$ cat src/rtl/simf_alu_pkg.sv
package simf_alu_pkg;

   // Data and control words
   typedef logic [31:0] word_t;
   typedef logic [31:0] ctrl_t;      // Format in [31:24], opcode in [11:0]
   typedef logic [7:0]  fmt_t;
   typedef logic [11:0] opcode_t;
   typedef logic [3:0]  cmp_cond_t;  // Low nibble of a compare opcode

   // Multiplier working types
   typedef logic [23:0]        mant_t;      // Mantissa with hidden bit
   typedef logic [47:0]        prod_t;
   typedef logic signed [9:0]  exp_t;       // Headroom for under and overflow
   typedef logic [4:0]         step_cnt_t;

   typedef enum logic [1:0]
   {
      OP_PASS,                       // Exec off or unknown opcode
      OP_MUL,
      OP_MAX,
      OP_CMP
   } alu_op_e;

   typedef enum logic [1:0]
   {
      ST_IDLE,
      ST_MUL_RUN,
      ST_MUL_NORM
   } alu_state_e;

   // Encoding formats
   localparam fmt_t FMT_VOP1  = 8'h01;
   localparam fmt_t FMT_VOP2  = 8'h02;
   localparam fmt_t FMT_VOPC  = 8'h04;
   localparam fmt_t FMT_VOP3A = 8'h08;

   // Compares use 000..00F in VOPC and VOP3A
   localparam opcode_t OPC_MUL_VOP2 = 12'h008;
   localparam opcode_t OPC_MUL_VOP3 = 12'h108;
   localparam opcode_t OPC_MAX_VOP2 = 12'h010;

   // Multiplier constants
   localparam step_cnt_t MUL_STEPS = 5'd24;
   localparam exp_t      EXP_BIAS  = 10'sd127;
   localparam exp_t      EXP_MAX   = 10'sd255;

endpackage

$ cat src/rtl/simf_alu.sv
`timescale 1ns/1ns

module simf_alu
(
   input  logic                clk,
   input  logic                rst_n_i,
   input  simf_alu_pkg::word_t alu_source1_data_i,
   input  simf_alu_pkg::word_t alu_source2_data_i,
   input  simf_alu_pkg::ctrl_t alu_control_i,
   input  logic                alu_source_exec_value_i,
   input  logic                alu_source_vcc_value_i,
   input  logic                alu_start_i,
   output simf_alu_pkg::word_t alu_vgpr_dest_data_o,
   output logic                alu_dest_vcc_value_o,
   output logic                alu_done_o
);

   import simf_alu_pkg::*;

   alu_op_e   op_kind;
   cmp_cond_t cmp_cond;
   logic      mul_load;
   logic      mul_step;
   logic      cnt_load;
   logic      cnt_en;
   logic      cnt_last;
   logic      wb_load;
   logic      cmp_result;
   word_t     max_result;
   word_t     product;

   simf_alu_decoder u_decoder
   (
      .exec_i     (alu_source_exec_value_i),
      .ctrl_i     (alu_control_i),
      .op_kind_o  (op_kind),
      .cmp_cond_o (cmp_cond)
   );

   simf_alu_cmp_unit u_cmp_unit
   (
      .src_a_i      (alu_source1_data_i),
      .src_b_i      (alu_source2_data_i),
      .cond_i       (cmp_cond),
      .cmp_result_o (cmp_result),
      .max_result_o (max_result)
   );

   simf_alu_step_counter u_step_counter
   (
      .clk     (clk),
      .rst_n_i (rst_n_i),
      .load_i  (cnt_load),
      .en_i    (cnt_en),
      .last_o  (cnt_last)
   );

   simf_alu_ctrl_fsm u_ctrl_fsm
   (
      .clk        (clk),
      .rst_n_i    (rst_n_i),
      .start_i    (alu_start_i),
      .op_kind_i  (op_kind),
      .cnt_last_i (cnt_last),
      .mul_load_o (mul_load),
      .mul_step_o (mul_step),
      .cnt_load_o (cnt_load),
      .cnt_en_o   (cnt_en),
      .wb_load_o  (wb_load)
   );

   simf_alu_mul_datapath u_mul_datapath
   (
      .clk       (clk),
      .rst_n_i   (rst_n_i),
      .load_i    (mul_load),
      .step_i    (mul_step),
      .src_a_i   (alu_source1_data_i),
      .src_b_i   (alu_source2_data_i),
      .product_o (product)
   );

   simf_alu_writeback u_writeback
   (
      .clk       (clk),
      .rst_n_i   (rst_n_i),
      .load_i    (wb_load),
      .op_kind_i (op_kind),
      .product_i (product),
      .max_i     (max_result),
      .cmp_i     (cmp_result),
      .vcc_i     (alu_source_vcc_value_i),
      .vgpr_o    (alu_vgpr_dest_data_o),
      .vcc_o     (alu_dest_vcc_value_o),
      .done_o    (alu_done_o)
   );

endmodule

$ cat src/rtl/simf_alu_cmp_unit.sv
`timescale 1ns/1ns

module simf_alu_cmp_unit
(
   input  simf_alu_pkg::word_t     src_a_i,
   input  simf_alu_pkg::word_t     src_b_i,
   input  simf_alu_pkg::cmp_cond_t cond_i,
   output logic                    cmp_result_o,
   output simf_alu_pkg::word_t     max_result_o
);

   logic a_lt_b;
   logic a_eq_b;
   logic a_gt_b;

   // Raw bit patterns compared as unsigned
   assign a_lt_b = (src_a_i < src_b_i);
   assign a_eq_b = (src_a_i == src_b_i);
   assign a_gt_b = (src_a_i > src_b_i);

   always_comb
   begin
      case (cond_i)
         4'h0:    cmp_result_o = 1'b0;                 // F
         4'h1:    cmp_result_o = a_lt_b;               // LT
         4'h2:    cmp_result_o = a_eq_b;               // EQ
         4'h3:    cmp_result_o = a_lt_b | a_eq_b;      // LE
         4'h4:    cmp_result_o = a_gt_b;               // GT
         4'h5:    cmp_result_o = ~a_eq_b;              // LG
         4'h6:    cmp_result_o = a_gt_b | a_eq_b;      // GE
         4'h9:    cmp_result_o = ~(a_gt_b | a_eq_b);   // NGE
         4'hA:    cmp_result_o = a_eq_b;               // NLG
         4'hB:    cmp_result_o = ~a_gt_b;              // NGT
         4'hC:    cmp_result_o = ~(a_lt_b | a_eq_b);   // NLE
         4'hD:    cmp_result_o = ~a_eq_b;              // NEQ
         4'hE:    cmp_result_o = ~a_lt_b;              // NLT
         4'hF:    cmp_result_o = 1'b1;                 // TRU
         default: cmp_result_o = 1'b0;                 // Codes 7 and 8
      endcase
   end

   // Ties select source A
   assign max_result_o = (a_gt_b | a_eq_b) ? src_a_i : src_b_i;

endmodule

$ cat src/rtl/simf_alu_ctrl_fsm.sv
`timescale 1ns/1ns

module simf_alu_ctrl_fsm
(
   input  logic                  clk,
   input  logic                  rst_n_i,
   input  logic                  start_i,
   input  simf_alu_pkg::alu_op_e op_kind_i,
   input  logic                  cnt_last_i,
   output logic                  mul_load_o,
   output logic                  mul_step_o,
   output logic                  cnt_load_o,
   output logic                  cnt_en_o,
   output logic                  wb_load_o
);

   import simf_alu_pkg::*;

   alu_state_e state;
   alu_state_e state_nxt;

   always_ff @(posedge clk or negedge rst_n_i)
   begin
      if (!rst_n_i)
         state <= ST_IDLE;
      else
         state <= state_nxt;
   end

   always_comb
   begin
      state_nxt  = state;
      mul_load_o = 1'b0;
      mul_step_o = 1'b0;
      cnt_load_o = 1'b0;
      cnt_en_o   = 1'b0;
      wb_load_o  = 1'b0;
      case (state)
         ST_IDLE:
         begin
            if (start_i)
            begin
               if (op_kind_i == OP_MUL)
               begin
                  mul_load_o = 1'b1;       // Capture operands
                  cnt_load_o = 1'b1;
                  state_nxt  = ST_MUL_RUN;
               end
               else
                  wb_load_o = 1'b1;        // Single-cycle classes
            end
         end
         ST_MUL_RUN:
         begin
            mul_step_o = 1'b1;
            cnt_en_o   = 1'b1;
            if (cnt_last_i)
               state_nxt = ST_MUL_NORM;
         end
         ST_MUL_NORM:
         begin
            wb_load_o = 1'b1;              // Product is settled
            state_nxt = ST_IDLE;
         end
         default: state_nxt = ST_IDLE;
      endcase
   end

endmodule

$ cat src/rtl/simf_alu_decoder.sv
`timescale 1ns/1ns

module simf_alu_decoder
(
   input  logic                    exec_i,
   input  simf_alu_pkg::ctrl_t     ctrl_i,
   output simf_alu_pkg::alu_op_e   op_kind_o,
   output simf_alu_pkg::cmp_cond_t cmp_cond_o
);

   import simf_alu_pkg::*;

   fmt_t    fmt;
   opcode_t opcode;
   logic    cmp_code;

   assign fmt        = ctrl_i[31:24];
   assign opcode     = ctrl_i[11:0];
   assign cmp_cond_o = opcode[3:0];

   // Codes 7 and 8 of the compare space are undefined
   assign cmp_code = (opcode[11:4] == 8'h00) && (opcode[3:0] != 4'h7) &&
                     (opcode[3:0] != 4'h8);

   always_comb
   begin
      op_kind_o = OP_PASS;
      if (exec_i)
      begin
         case (fmt)
            FMT_VOP1:  op_kind_o = OP_PASS;    // No VOP1 op in this slice
            FMT_VOP2:
            begin
               if (opcode == OPC_MUL_VOP2)
                  op_kind_o = OP_MUL;
               else if (opcode == OPC_MAX_VOP2)
                  op_kind_o = OP_MAX;
            end
            FMT_VOPC:
            begin
               if (cmp_code)
                  op_kind_o = OP_CMP;
            end
            FMT_VOP3A:
            begin
               if (opcode == OPC_MUL_VOP3)
                  op_kind_o = OP_MUL;
               else if (cmp_code)
                  op_kind_o = OP_CMP;
            end
            default:   op_kind_o = OP_PASS;
         endcase
      end
   end

endmodule

$ cat src/rtl/simf_alu_mul_datapath.sv
`timescale 1ns/1ns

module simf_alu_mul_datapath
(
   input  logic                clk,
   input  logic                rst_n_i,
   input  logic                load_i,
   input  logic                step_i,
   input  simf_alu_pkg::word_t src_a_i,
   input  simf_alu_pkg::word_t src_b_i,
   output simf_alu_pkg::word_t product_o
);

   import simf_alu_pkg::*;

   logic        sign_q;
   logic        zero_q;
   exp_t        exp_sum;
   mant_t       mplier;
   mant_t       mcand;
   prod_t       acc;
   exp_t        exp_norm;
   logic [22:0] frac;

   // Either operand has a zero exponent field
   always_ff @(posedge clk or negedge rst_n_i)
   begin
      if (!rst_n_i)
         zero_q <= 1'b1;
      else if (load_i)
         zero_q <= (src_a_i[30:23] == 8'h00) || (src_b_i[30:23] == 8'h00);
   end

   always_ff @(posedge clk)
   begin
      if (load_i)
      begin
         sign_q  <= src_a_i[31] ^ src_b_i[31];
         exp_sum <= exp_t'({2'b00, src_a_i[30:23]}) +
                    exp_t'({2'b00, src_b_i[30:23]}) - EXP_BIAS;
         mplier  <= {1'b1, src_a_i[22:0]};
         mcand   <= {1'b1, src_b_i[22:0]};
         acc     <= '0;
      end
      else if (step_i)
      begin
         // Multiplier consumed MSB first
         acc    <= (acc << 1) + (mplier[23] ? prod_t'(mcand) : prod_t'(0));
         mplier <= mplier << 1;
      end
   end

   // Product lies in [1, 4) and is truncated
   assign exp_norm = exp_sum + exp_t'({9'd0, acc[47]});
   assign frac     = acc[47] ? acc[46:24] : acc[45:23];

   always_comb
   begin
      if (zero_q || (exp_norm <= 0))
         product_o = {sign_q, 31'd0};                      // Signed zero
      else if (exp_norm >= EXP_MAX)
         product_o = {sign_q, EXP_MAX[7:0], 23'd0};        // Signed infinity
      else
         product_o = {sign_q, exp_norm[7:0], frac};
   end

endmodule

$ cat src/rtl/simf_alu_step_counter.sv
`timescale 1ns/1ns

module simf_alu_step_counter
(
   input  logic clk,
   input  logic rst_n_i,
   input  logic load_i,
   input  logic en_i,
   output logic last_o
);

   import simf_alu_pkg::*;

   step_cnt_t count;

   always_ff @(posedge clk or negedge rst_n_i)
   begin
      if (!rst_n_i)
         count <= '0;
      else if (load_i)
         count <= MUL_STEPS;
      else if (en_i && (count != '0))
         count <= count - 1'b1;     // One step per enabled cycle
   end

   assign last_o = (count == 5'd1);  // Final shift-add step

endmodule

$ cat src/rtl/simf_alu_writeback.sv
`timescale 1ns/1ns

module simf_alu_writeback
(
   input  logic                  clk,
   input  logic                  rst_n_i,
   input  logic                  load_i,
   input  simf_alu_pkg::alu_op_e op_kind_i,
   input  simf_alu_pkg::word_t   product_i,
   input  simf_alu_pkg::word_t   max_i,
   input  logic                  cmp_i,
   input  logic                  vcc_i,
   output simf_alu_pkg::word_t   vgpr_o,
   output logic                  vcc_o,
   output logic                  done_o
);

   import simf_alu_pkg::*;

   always_ff @(posedge clk or negedge rst_n_i)
   begin
      if (!rst_n_i)
      begin
         vgpr_o <= '0;
         vcc_o  <= 1'b0;
         done_o <= 1'b0;
      end
      else
      begin
         done_o <= load_i;                 // One-cycle pulse
         if (load_i)
         begin
            case (op_kind_i)
               OP_MUL:
               begin
                  vgpr_o <= product_i;
                  vcc_o  <= vcc_i;
               end
               OP_MAX:
               begin
                  vgpr_o <= max_i;
                  vcc_o  <= vcc_i;
               end
               OP_CMP:  vcc_o <= cmp_i;    // VGPR left unchanged
               default: vcc_o <= vcc_i;
            endcase
         end
      end
   end

endmodule

$ cat config.mk
export PLATFORM = sky130hd
export DESIGN_NAME = simf_alu
export DESIGN_NICKNAME = d
export VERILOG_FILES = /design/src/rtl/simf_alu_pkg.sv /design/src/rtl/simf_alu.sv /design/src/rtl/simf_alu_cmp_unit.sv /design/src/rtl/simf_alu_ctrl_fsm.sv /design/src/rtl/simf_alu_decoder.sv /design/src/rtl/simf_alu_mul_datapath.sv /design/src/rtl/simf_alu_step_counter.sv /design/src/rtl/simf_alu_writeback.sv
export SDC_FILE = /design/constraint.sdc
export NUM_CORES = 1
export LEC_CHECK = 0
export ABC_AREA = 1
export CAP_MARGIN = 30
export CORE_MARGIN = 3
export CORE_UTILIZATION = 30
export DETAILED_ROUTE_END_ITERATION = 7
export DONT_BUFFER_PORTS = 1
export PLACE_DENSITY = 0.54
export SLEW_MARGIN = 0
export SYNTH_ARGS = -nofsm -noshare
export SYNTH_HDL_FRONTEND = slang
export SYNTH_HIERARCHICAL = 1
export SYNTH_SLANG_ARGS = --single-unit
$ cat constraint.sdc
create_clock -name clk -period 4.35 [get_ports clk]
set_input_delay 0 -clock clk [delete_from_list [all_inputs] [get_ports clk]]
set_output_delay 0 -clock clk [all_outputs]
set_load 0.1 [all_outputs]
---- After elaboration in Yosys (flattened, before gate mapping) ----
Index checks and enable logic that the tools add are counted.
storage, ports and cells
  logic and storage cells ................. 106
  register bits ........................... 148
  input bits .............................. 101
  output and inout bits ................... 34
cells by class
  magnitude comparators ................... 4
  mux-type cells .......................... 29
  equal/unequal tests ..................... 31
  bitwise gates (word level) .............. 8
  reduce and logical (&&, ||, !) cells .... 17
  $add $sub $neg .......................... 5
operators with widths
  operator                                                                            count
  23-bit two-way mux                                                                  3
  32-bit case mux with 2 select lines                                                 1
  31-bit two-way mux                                                                  2
  48-bit adder                                                                        1
  32-bit equality test                                                                1
  32-bit greater-than comparator                                                      1
  32-bit < comparator                                                                 1
  32-bit two-way mux                                                                  1
  4-bit equality test (second input constant)                                         7
  8-bit zero test                                                                     3
  24-bit two-way mux                                                                  1
  2-bit two-way mux                                                                   8
  12-bit by 4-bit equality test with 1-bit output (second input constant)             1
  12-bit by 5-bit equality test with 1-bit output (second input constant)             1
  12-bit by 9-bit equality test with 1-bit output (second input constant)             1
  4-bit by 3-bit equality test with 1-bit output (second input constant)              3
  1-bit case mux with 11 select lines                                                 1
  10-bit by 2-bit adder with 10-bit output                                            1
  10-bit by 9-bit >= comparator with 1-bit output (second input constant)             1
  10-bit by 1-bit less-or-equal comparator with 1-bit output (second input constant)  1
  5-bit two-way mux                                                                   2
  10-bit by 8-bit subtractor with 10-bit output (second input constant)               1
  8-bit by 8-bit adder with 9-bit output                                              1
  4-bit by 2-bit equality test with 1-bit output (second input constant)              2
  27 further kinds                                                                    48

---- Longest topological paths before layout ----
Gate-level depths: netlist of run 1.
  depth after elaboration ................. 12
  mapped depth ............................ 22
  depth with buffers taken out ............ 21

---- Hierarchy ----
The synthesis of run 1 kept the hierarchy.
by module, submodules not included
  module                 seq. area each (sq um)  times used  area an instance (sq um)  cells an instance
  simf_alu_mul_datapath  2718.9                  1           7902.6                    1213
  simf_alu_writeback     850.8                   1           1884.3                    255
  simf_alu_cmp_unit      0.0                     1           1505.2                    242
  simf_alu_decoder       0.0                     1           342.8                     76
  simf_alu_step_counter  125.1                   1           329.1                     42
  simf_alu_ctrl_fsm      50.0                    1           135.1                     22

---- Worst setup path after synthesis of run 1 ----
Ideal clock, no wire load.
  path kind ............................... input port to flip-flop
  start ................................... input alu_control_i[30]
  end ..................................... register u_mul_datapath.mplier[0] (enable)
  library setup time ...................... 0.379 ns
  data arrival time ....................... 2.088 ns
  buffers on the path ..................... 2
  data required time ...................... 3.971 ns
  cell stages on the path ................. 17
  setup slack ............................. 1.883 ns
  path through ............................ inv_1 > nand2_1 > nor2_1 > nand2_1 > nand2_1 > nand2_1 > nand3_1 > nand2_1 > inv_1 > inv_1 > nor2_1 > nand3_1 > inv_1 > buf_4 > clkbuf_1 > nor2_1 > inv_1
between the ends
  cells in the longest elaborated chain, start to end .. 8
  elaborated cells between the ends (all ways) .. 10
  those cells by class .................... eq/ne: 4; mux: 5; reduce/logical: 1
ends and longest elaborated chain
  what                                                                          RTL line                     text
  start, declared                                                               simf_alu.sv:9                input simf_alu_pkg::ctrl_t alu_control_i,
  8-bit by 4-bit equality test with 1-bit output, or another cell as far along  simf_alu_decoder.sv:30       case (fmt)
  2-bit case mux with 3 select lines *                                          simf_alu_decoder.sv:30
  2-bit two-way mux *                                                           simf_alu_decoder.sv:28       if (exec_i)
  named net op_kind[0]                                                          simf_alu.sv:20               alu_op_e op_kind;
  2-bit by 1-bit equality test with 1-bit output *                              simf_alu_ctrl_fsm.sv:43      if (op_kind_i == OP_MUL)
  1-bit two-way mux * (3 in series)                                             -
  named net cnt_load                                                            simf_alu.sv:24               logic cnt_load;
  2-bit nonzero test (no source line) *                                         -
  end signal, assigned                                                          simf_alu_mul_datapath.sv:41  mplier <= {1'b1, src_a_i[22:0]};
  end signal, assigned                                                          simf_alu_mul_datapath.sv:49  mplier <= mplier << 1;
  end, declared                                                                 simf_alu_mul_datapath.sv:19  mant_t mplier;
The timed path passes the listed nets; every way through them passes the cells marked *.
A chain may end at the register's enable or synchronous reset.

---- Worst setup path in the final report of run 1 ----
  start ................................... input alu_source2_data_i[9]
  end ..................................... register u_writeback.vcc_o
between the ends
  cells in the longest elaborated chain, start to end .. 5
  elaborated cells between the ends (all ways) .. 12
  those cells by class .................... order compare: 2; eq/ne: 1; mux: 2; bitwise: 7
ends and longest elaborated chain
  what                                               RTL line                                          text
  start, declared                                    simf_alu.sv:8                                     input simf_alu_pkg::word_t alu_source2_data_i,
  32-bit < comparator, or another cell as far along  simf_alu_cmp_unit.sv:17                           assign a_lt_b = (src_a_i < src_b_i);
  1-bit bitwise OR (on tied branches)                -
  1-bit NOT (on tied branches)                       simf_alu_cmp_unit.sv:34, simf_alu_cmp_unit.sv:31
  1-bit case mux with 11 select lines *              simf_alu_cmp_unit.sv:23                           case (cond_i)
  named net cmp_result                               simf_alu.sv:28                                    logic cmp_result;
  1-bit two-way mux *                                simf_alu_writeback.sv:33                          case (op_kind_i)
  end signal, assigned                               simf_alu_writeback.sv:37                          vcc_o <= vcc_i;
  end signal, assigned                               simf_alu_writeback.sv:42                          vcc_o <= vcc_i;
  end signal, assigned                               simf_alu_writeback.sv:44                          OP_CMP: vcc_o <= cmp_i;
  end, declared                                      simf_alu_writeback.sv:14                          output logic vcc_o,
Marked as above.

==> flow_summary.ini, run 1 <==
[grt]
grt_max_degree = 66
use_met2_pct = 32.1
grt_use_total_pct = 18.9
antenna_found_initial = 1
overflow = 0
grt_pass1_wl_um = 61900
met3_usage_pct = 3.51
grt-busiest-layer = met2
grt_pass1_vias = 11300
grt_use_met1_pct = 23.5

[synth]
ys_warn_count = 6
synth.distinct_cells = 54
synth.avg_cell_area_sq_um = 6.54
synth-seq-cells = 148
synth_fp_nets = 2030
yosysSeqAreaShare_pct = 31.0
synthFlopType = edfxtp_1
syn_inst = 1850
syn_area_sq_mm = 0.0121
async_reset_ff_share_pct = 28.4
synth_edf_count = 57

[worst_setup_path]
critPathArrivalTime_ps = 3370
cp.required_ps = 4680
path_class = in -> reg
startpoint_type = primary input
cp_max_fo = 3
cp-end-kind = flop
reg2reg_depth = 17

[clocking]
htreeDepth = 4
cts_root_buf = clkbuf_16
cts.sinks = 148
cts_tree = done
numCtsBuffers = 17
path_clk_slew_ps = 70
postCtsSetupRepairBufs = 0
postCtsHoldBufs = 79
insertion_delay_ps = 450
clockBufferDepth = 2
cts_resized = 0

[timing]
final.setup_skew_ps = 12.1
period_needed_ps = 3030
whs_ps = 17.9
setup_slack_ps = 1320
post-route-period-util_pct = 69.7
tightest_slew_ps = 994
slew_headroom_pct = 33.7
setup-violations-final = 0
hold_viol = 0
max_freq_ghz = 0.330
fin_setup_tns_ps = 0
drv_slew = 0
rsz0062_at_grt = no

[placed_design]
dp_hpwl_um = 29800
place.gp.congestion = 0.934
postPlaceCellArea_sq_mm = 0.0124
preCtsSetupSlack_ps = 1500
port_buffers = 0
dpl.cell_count = 2321

[layout]
final_common_cell = nand2_1
drive_gt1_share_pct = 9.08
syn2layout_area_growth_pct = 15.2
fin_nets = 2083
diodes = 0
fillers = 4279
layout_common_cells = nand2_1 (711), inv_1 (287), nor2_1 (140)
design_area_sq_mm = 0.0139
fin_cells = 2434

[floorplan]
die_w_um = 207
initial_core_util_pct = 30.8
core_sq_mm = 0.0393
fp-row-count = 72
io_pins = 135
die_h_um = 207
dieArea_sq_mm = 0.0428

[flow_run]
drv_cap = 0

[routing]
dr.pass1.iters = 5
ant_nets = 0
viasPerCell = 4.72
route.vias.total = 11500
drc_errors = 0
wl_per_cell_um = 16.4
drt-total-wl_um = 39800
drtIter0Drc = 822

[power_and_ir_drop]
power_density_mw_per_mm2 = 249
leakage_uw = 0.00727
peakVddDrop_mv = 0.219

[worst_hold_path]
min-delay-path-class = in -> reg
whs_path_depth = 6

[run_status]
outcome = complete, no violations
## worst paths after layout
path / slack, ps / from / endpoint
max in group asynchronous: 4010 / rst_n_i / u_mul_datapath/zero_q
worst max-delay path: 1320 / alu_source2_data_i[9] / u_writeback/vcc_o
worst min register to register: 460 / u_mul_datapath/acc[10] / u_mul_datapath/acc[10]
worst min-delay path: 20 / alu_source2_data_i[23] / u_writeback/vgpr_o[23]
min in group asynchronous: 70 / rst_n_i / u_writeback/vgpr_o[29]
worst max register to register: 1460 / u_mul_datapath/exp_sum[0] / u_writeback/vgpr_o[7]
## routing by layer
layer	wire length, um	vias up
met3	2380	77
met2	18900	328
li1	-	5852
met4	1480	4
met5	23	-
met1	17000	5219
## worst max-delay path: stages
cell	delay [ps]
dlygate4sd3_1	550
inv_1	80
ha_1	290
nand2_1	60
nand2_1	50
nand3_1	70
nand2_1	80
a21oi_1	180
nand2_1	110
nand2_1	150
nand2_1	110
nand2_1	70
nand2_1	40
nor2_1	100
nand3_1	70
inv_1	60
nand2_1	50
nand3_1	70
dlygate4sd3_1	550
nand2_1	50
dlygate4sd3_1	550
## per-stage QoR
stage               util, %  total power, uW
finish                 35.5             3480
detailed placement     31.6             1740
global route           35.5             3610
CTS                    35.3             3510
global placement       31.6             1740
floorplan                 -             1710
## flip-flops by register name (all words and copies together), names as in the netlist
register                count
u_mul_datapath/acc         48
u_writeback/vgpr_o         32
u_mul_datapath/mplier      24
u_mul_datapath/mcand       23
u_mul_datapath/exp_sum     10
u_step_counter/count        5
u_ctrl_fsm/state            2
u_mul_datapath/sign_q       1
u_mul_datapath/zero_q       1
u_writeback/done_o          1
u_writeback/vcc_o           1
## where the power goes
| part | switching, uW | internal, uW | leakage, uW | total, uW |
|---|---|---|---|---|
| Sequential | 11.0 | 1450 | 0.00149 | 1460 |
| Combinational | 194 | 157 | 0.00545 | 351 |
| Clock | 660 | 1010 | 0.000330 | 1670 |
| Total | 865 | 2610 | 0.00727 | 3480 |
## Yosys cell counts, types with 3 or more instances
library cell	instances	share of area [%]
nand2_1	711	22
inv_1	288	8.9
nor2_1	140	4.3
nand3_1	93	3.8
ha_1	77	8.0
a21oi_1	64	2.6
edfxtp_1	57	14
o21ai_0	51	2.1
dfxtp_1	49	8.1
nand2_2	48	2.5
dfrtp_1	41	8.5
o21ai_2	28	2.0
clkbuf_1	19	0.59
nor3_1	17	0.70
buf_6	14	1.3
xor2_1	14	1.0
buf_4	11	0.68
nand4_1	11	0.57
nor2_2	10	0.52
a21oi_2	9	0.65
xnor2_1	9	0.65
a32o_1	7	0.58
inv_2	7	0.22
nand3_2	7	0.58
o21ai_1	7	0.29
or2_2	6	0.31
buf_1	4	0.12
buf_2	4	0.17
nand3b_1	4	0.25
nor3_2	4	0.33
nor4_1	4	0.21
o21bai_1	4	0.25
a21o_1	3	0.19
buf_12	3	0.50
clkinv_1	3	0.093
## cell families after synthesis
family          Yosys count  share of synthesized area, %
buf+inv                 358                          13.1
compound gates          181                          9.29
flops                   148                          31.0
simple gates           1061                          36.7
fa+ha+maj                79                          8.29
xor+xnor                 23                          1.66
## final cells by class
type                            instances  area [sq um]  share of cell area [%]
Sequential cell                       148          3740                    26.9
Multi-Input combinational cell       1344          6780                    48.7
Inverter                              301          1150                    8.29
Clock inverter                         10           128                   0.916
Timing Repair Buffer                   91           938                    6.73
Clock buffer                           22           539                    3.87
Tap cell                              518           648                    4.65
Note: power is estimated with default switching activity, not from simulation.
==> inputs of run 2 (changes only) <==
PLACE_DENSITY = 0.55   (was 0.54)
clock period = 2.6 ns   (was 4.35 ns; I/O delays follow)
==> flow_summary.ini, run 2 (synthesis gave the netlist of run 1 again) <==
[grt]
overflow = 0
grt_use_total_pct = 18.6
met3_usage_pct = 3.34
grt_pass1_vias = 11400
antenna_found_initial = 0
use_met2_pct = 31.4
grt-busiest-layer = met2
grt_max_degree = 48
grt_pass1_wl_um = 62100
grt_use_met1_pct = 24.2

[routing]
route.vias.total = 11700
wl_per_cell_um = 15.9
drt-total-wl_um = 39600
viasPerCell = 4.70
drc_errors = 0
drtIter0Drc = 922
ant_nets = 0
dr.pass1.iters = 6

[clocking]
htreeDepth = 4
numCtsBuffers = 17
path_clk_slew_ps = 70
clockBufferDepth = 2
insertion_delay_ps = 440
cts.sinks = 148
cts_root_buf = clkbuf_16
cts_tree = done

[worst_setup_path]
cpPeakStageDelay_ps = 590
startpoint_type = primary input
reg2reg_to = u_mul_datapath/acc[40]
reg2reg_from = u_mul_datapath/mplier[23]
cp-end-kind = flop
crit_start = alu_source2_data_i[4]
worst_path_max_delay_cell = dlygate4sd3_1
path_class = in -> reg
r2r_slack_ps = 180
critPathArrivalTime_ps = 2820
cp-endpoint = u_writeback/vgpr_o[25]
crit_path_frequent_cell = nand2_1
cp_max_fo = 17
cp.required_ps = 2980
crit_chain = dlygate4sd3_1 -> inv_1 -> ha_1 -> nand2_1 -> nor2_2 -> nand4_1 -> nor2_2 -> nand2_2 -> nand3_4 -> buf_12 -> nand2_1 -> o21ai_2 -> dlygate4sd3_1 -> nand2_1 -> nand2_1 -> nand2_1 -> nand2_1
reg2reg_depth = 15

[layout]
top_regs = u_mul_datapath/acc: 48 flops, u_writeback/vgpr_o: 32 flops, u_mul_datapath/mplier: 24 flops
fin_cells = 2483
fin_nets = 2132
largest_register = u_mul_datapath/acc
drive_gt1_share_pct = 12.3
post-route-util_pct = 36.7
largest_reg_flops = 48
diodes = 0
final_common_cell = nand2_1
layout_common_cells = nand2_1 (706), inv_1 (287), nor2_1 (135)
syn2layout_area_growth_pct = 19.1

[placed_design]
port_buffers = 0
dp_hpwl_um = 29700
preCtsSetupSlack_ps = 183
dpl.cell_count = 2367
place.gp.congestion = 0.966

[timing]
drv_slew = 0
slew_headroom_pct = 41.7
setup-violations-final = 0
tightest_slew_ps = 876
hold_viol = 2
whs_ps = -13.4
period_needed_ps = 2440
setup_slack_ps = 161
max_freq_ghz = 0.410
fin_setup_tns_ps = 0
post-route-period-util_pct = 93.8
final.setup_skew_ps = 15.1

[worst_hold_path]
min_from = alu_source1_data_i[3]
min-delay-path-class = in -> reg
whs_path_depth = 6

[power_and_ir_drop]
pwr-share-seq_pct = 42.3
leakage_uw = 0.00757
pwr-share-clk_pct = 46.4
combPwrFrac_pct = 11.3
peakVddDrop_mv = 0.468
switching_power_uw = 1500
switching_share_pct = 26.1
cell_internal_pwr_uw = 4230
power_density_mw_per_mm2 = 398

[floorplan]
fp-row-count = 72
die_h_um = 207
initial_core_util_pct = 30.8
die_w_um = 207
io_pins = 135
core_sq_mm = 0.0393
dieArea_sq_mm = 0.0428

[run_status]
violations = hold timing
outcome = complete, but fails checks

[flow_run]
drv_cap = 0
==> run 2: cell count changes in the layout (fill, tap and decap cells not counted), moves of 5 or more <==
cell,previous run,this run
nor2_1,140,135
buf_12,0,5
nor2_2,10,15
buf_4,10,54
nand2_1,711,706
==> run 2: per-stage QoR <==
| step | total power (uW) | hold slack, ps | instance area [sq um] |
|---|---|---|---|
| 2_1_floorplan | 2860 | -296 | 12100 |
| 3_3_place_gp | 2950 | -294 | 12800 |
| 3_5_place_dp | 2950 | -294 | 12800 |
| 4_1_cts | 5770 | 1.66 | 14200 |
| 5_1_grt | 5930 | 17.8 | 14400 |
| 6_report | 5730 | -13.4 | 14400 |
==> run 2: how the worst min path moves through the flow <==
stage | to | slack (ps)
3_3_place_gp | u_writeback/vgpr_o[31] | -290
6_report | u_writeback/vgpr_o[3] | -10
5_1_grt | u_writeback/vgpr_o[16] | 20
2_1_floorplan | u_ctrl_fsm/state[0] | -300
4_1_cts | u_writeback/vgpr_o[3] | 2
3_5_place_dp | u_writeback/vgpr_o[31] | -290
==> run 2: layout make-up <==
cell class,instances,area [sq um]
clock buffer,22,518
clock inverter,10,104
fill,4220,24900
inverter,301,1150
multi-input combinational,1344,6860
sequential,148,3750
tap,518,648
timing repair buffer,140,1390
==> run 2: power groups by stage <==
stage | Sequential, uW | Combinational [uW] | Clock (uW)
3_3_place_gp | 2480 | 470 | 0
5_1_grt | 2420 | 716 | 2790
2_1_floorplan | 2490 | 370 | 0
4_1_cts | 2420 | 616 | 2730
3_5_place_dp | 2470 | 480 | 0
6_report | 2420 | 647 | 2660
==> run 2: repair_timing <==
| item | 4_1_cts | 5_1_grt |
|---|---|---|
| gates resized for setup | 0 | 23 |
| endpoints found under the setup margin | 0 | 36 |
| buffers inserted | 0 | 4 |
| endpoints found under the hold margin | 119 | 1 |
| hold buffers | 76 | 1 |
==> run 2: worst max-delay path: cells and delay by family <==
kind                     cells  cell delay (ps)
buffers and inverters        4             1410
AND/OR/NAND/NOR             11             1070
adder cells (fa/ha/maj)      1              280
AO/OA/AOI/OAI                1               50
==> run 2: routing by layer <==
layer  vias up  routed length [um]
li1       5945                   -
met1      5288               17300
met2       389               18400
met3        47                2760
met4         0                1100
met5         -                   0
==> inputs of run 3 (changes only) <==
CORE_MARGIN = unset   (was 3)
CORE_UTILIZATION = 28   (was 30)
PLACE_DENSITY = 0.53   (was 0.55)
SYNTH_HIERARCHICAL = unset   (was 1)
==> flow_summary.ini, run 3 <==
[clocking]
clockBufferDepth = 2
insertion_delay_ps = 440
numCtsBuffers = 17
cts.sinks = 148
htreeDepth = 4
cts_root_buf = clkbuf_16
path_clk_slew_ps = 60
cts_tree = done

[timing]
tightest_slew_ps = 893
setup-violations-final = 0
post-route-period-util_pct = 95.4
period_needed_ps = 2480
final.setup_skew_ps = 12.8
drv_slew = 0
whs_ps = -8.45
rsz0062_at_grt = yes
hold_viol = 1
slew_headroom_pct = 40.5
max_freq_ghz = 0.403

[floorplan]
initial_core_util_pct = 28.7
core_sq_mm = 0.0370
fp-row-count = 70
die_h_um = 197
io_pins = 135
dieArea_sq_mm = 0.0387
die_w_um = 197

[layout]
layout_common_cells = nand2_1 (437), inv_1 (237), o21ai_0 (125)
largest_reg_flops = 48
syn2layout_area_growth_pct = 27.3
fin_nets = 1851
top_regs = u_mul_datapath.acc: 48 flops, u_writeback.vgpr_o: 32 flops, u_mul_datapath.mplier: 24 flops
final_common_cell = nand2_1
largest_register = u_mul_datapath.acc
post-route-util_pct = 36.6
fin_cells = 2193
diodes = 0
drive_gt1_share_pct = 13.2

[grt]
overflow = 0
antenna_found_initial = 0
grt_max_degree = 68
grt_use_total_pct = 17.8
grt_pass1_vias = 10200
grt_pass1_wl_um = 53600

[worst_setup_path]
crit_chain = buf_8 -> nand2_1 -> inv_1 -> ha_2 -> nand2_1 -> buf_4 -> o21a_1 -> o21ai_0 -> a21oi_1 -> nand2_2 -> nand2_1 -> nor2_2 -> nor2_1 -> o21bai_1 -> inv_1
cp_max_fo = 15
path_class = reg -> reg
cp.required_ps = 2930
worst_path_max_delay_cell = ha_2
reg2reg_depth = 15
reg2reg_to = u_mul_datapath.acc[38]
critPathArrivalTime_ps = 2810
r2r_slack_ps = 120
cp-end-kind = flop
startpoint_type = flop
critical_path.top_delay_family = simple AND/OR/NAND/NOR gates
reg2reg_from = u_mul_datapath.mplier[23]
crit_path_frequent_cell = nand2_1
crit_buf_inv = 4
cpPeakStageDelay_ps = 370

[routing]
route.vias.total = 10200
viasPerCell = 4.65
drc_errors = 0
drtIter0Drc = 674
drt-total-wl_um = 33400
dr.pass1.iters = 5
ant_nets = 0
wl_per_cell_um = 15.2

[power_and_ir_drop]
leakage_uw = 0.00661
peakVddDrop_mv = 0.400
power_density_mw_per_mm2 = 396

[synth]
syn_area_sq_mm = 0.0106
ys_warn_count = 0
yosysSeqAreaShare_pct = 35.3
netlist_top_cells_area = edfxtp_1 (16%), nand2_1 (16%), dfrtp_1 (9.7%)
synth_top_area_share_pct = 16.1
synth.largest_area_cell = edfxtp_1
synth.avg_cell_area_sq_um = 6.99
yosys-top-cells-count = nand2_1 (444), inv_1 (238), o21ai_0 (132)
async_reset_ff_share_pct = 28.4
synth.distinct_cells = 53
synth_fp_nets = 1693
synth-seq-cells = 148
syn_inst = 1518
synth_edf_count = 57
synthFlopType = edfxtp_1
synth.most_common_cell = nand2_1

[placed_design]
port_buffers = 0
place.gp.congestion = 0.931
dp_hpwl_um = 25100
dpl.cell_count = 2088

[worst_hold_path]
whs_path_depth = 4
min-delay-path-class = in -> reg
hold-path-endpoint = u_writeback.vgpr_o[17]
min_from = alu_source2_data_i[17]

[run_status]
violations = hold timing
outcome = complete, but fails checks

[flow_run]
drv_cap = 0
-- run 3: logic make-up (layout without fill, tap and decap cells) --
| logic type | count (synthesis) | count (layout) | share of synthesized area (%) |
|---|---|---|---|
| and+or+nand+nor | 681 | 681 | 26.9 |
| AOI/OAI and AO/OA | 291 | 291 | 15.3 |
| buffers and inverters | 289 | 460 | 10.8 |
| DFF | 148 | 148 | 35.3 |
| adders and majority gates | 74 | 74 | 8.86 |
| xor gates and xnor gates | 35 | 35 | 2.89 |
-- run 3: layer usage --
layer	vias to the layer above	GRT usage, %	routed length, um
met1	4694	21.2	14700
met5	-	0	0
met2	241	30.6	15800
met4	0	8.33	1280
met3	48	3.78	1680
li1	5224	-	-
-- run 3: worst max-delay path by stage --
stage | startpoint | end | slack (ps) | cells past startpoint
6_report | u_mul_datapath.mplier[23] | u_mul_datapath.acc[38] | 120 | 15
5_1_grt | u_mul_datapath.mplier[23] | u_mul_datapath.acc[25] | -30 | 16
4_1_cts | u_mul_datapath.mplier[23] | u_mul_datapath.acc[38] | 6 | 16
3_5_place_dp | alu_control_i[3] | u_writeback.vgpr_o[3] | -80 | 20
3_3_place_gp | alu_control_i[3] | u_writeback.vgpr_o[3] | -70 | 20
2_1_floorplan | alu_control_i[11] | u_mul_datapath.mplier[0] | 90 | 11
-- run 3: worst min-delay path, stage by stage --
cell and delay (ps):
o21ai_0 140, o21ai_0 120, nand2_1 70, nand2_1 60
-- run 3: layout make-up --
type	count	area, sq um
Clock buffer	21	504
Clock inverter	11	72.6
Fill cell	3992	23400
Inverter	244	925
Multi-Input combinational cell	1081	5970
Sequential cell	148	3750
Tap cell	504	631
Timing Repair Buffer	184	1670
-- run 3: through the flow --
stage                     hold WS [ps]  power [uW]  instance area (sq um)  TNS (ps)  worst slack (ps)
after detailed placement          -295        2850                  12000      -414             -82.4
final                            -8.45        5350                  13500         0               118
after CTS                         3.74        5390                  13300         0              6.31
after global placement            -295        2840                  12000      -185             -69.0
after floorplan                   -296        2770                  10600         0              85.9
after global routing              11.8        5540                  13500     -59.0             -33.1
-- run 3: power by group --
| group | internal, uW | switching, uW | total [uW] |
|---|---|---|---|
| Combinational | 208 | 282 | 490 |
| Clock | 1390 | 1050 | 2430 |
| Sequential | 2420 | 7.04 | 2430 |
| Total | 4010 | 1340 | 5350 |
-- run 3: what timing repair did --
| action | CTS | global route |
|---|---|---|
| buffers inserted | 1 | 3 |
| setup endpoints to repair | 5 | 56 |
| hold buffers | 69 | 0 |
| gates resized for setup | 3 | 50 |
| endpoints found under the hold margin | 115 | 0 |
| pin swaps | 1 | 13 |
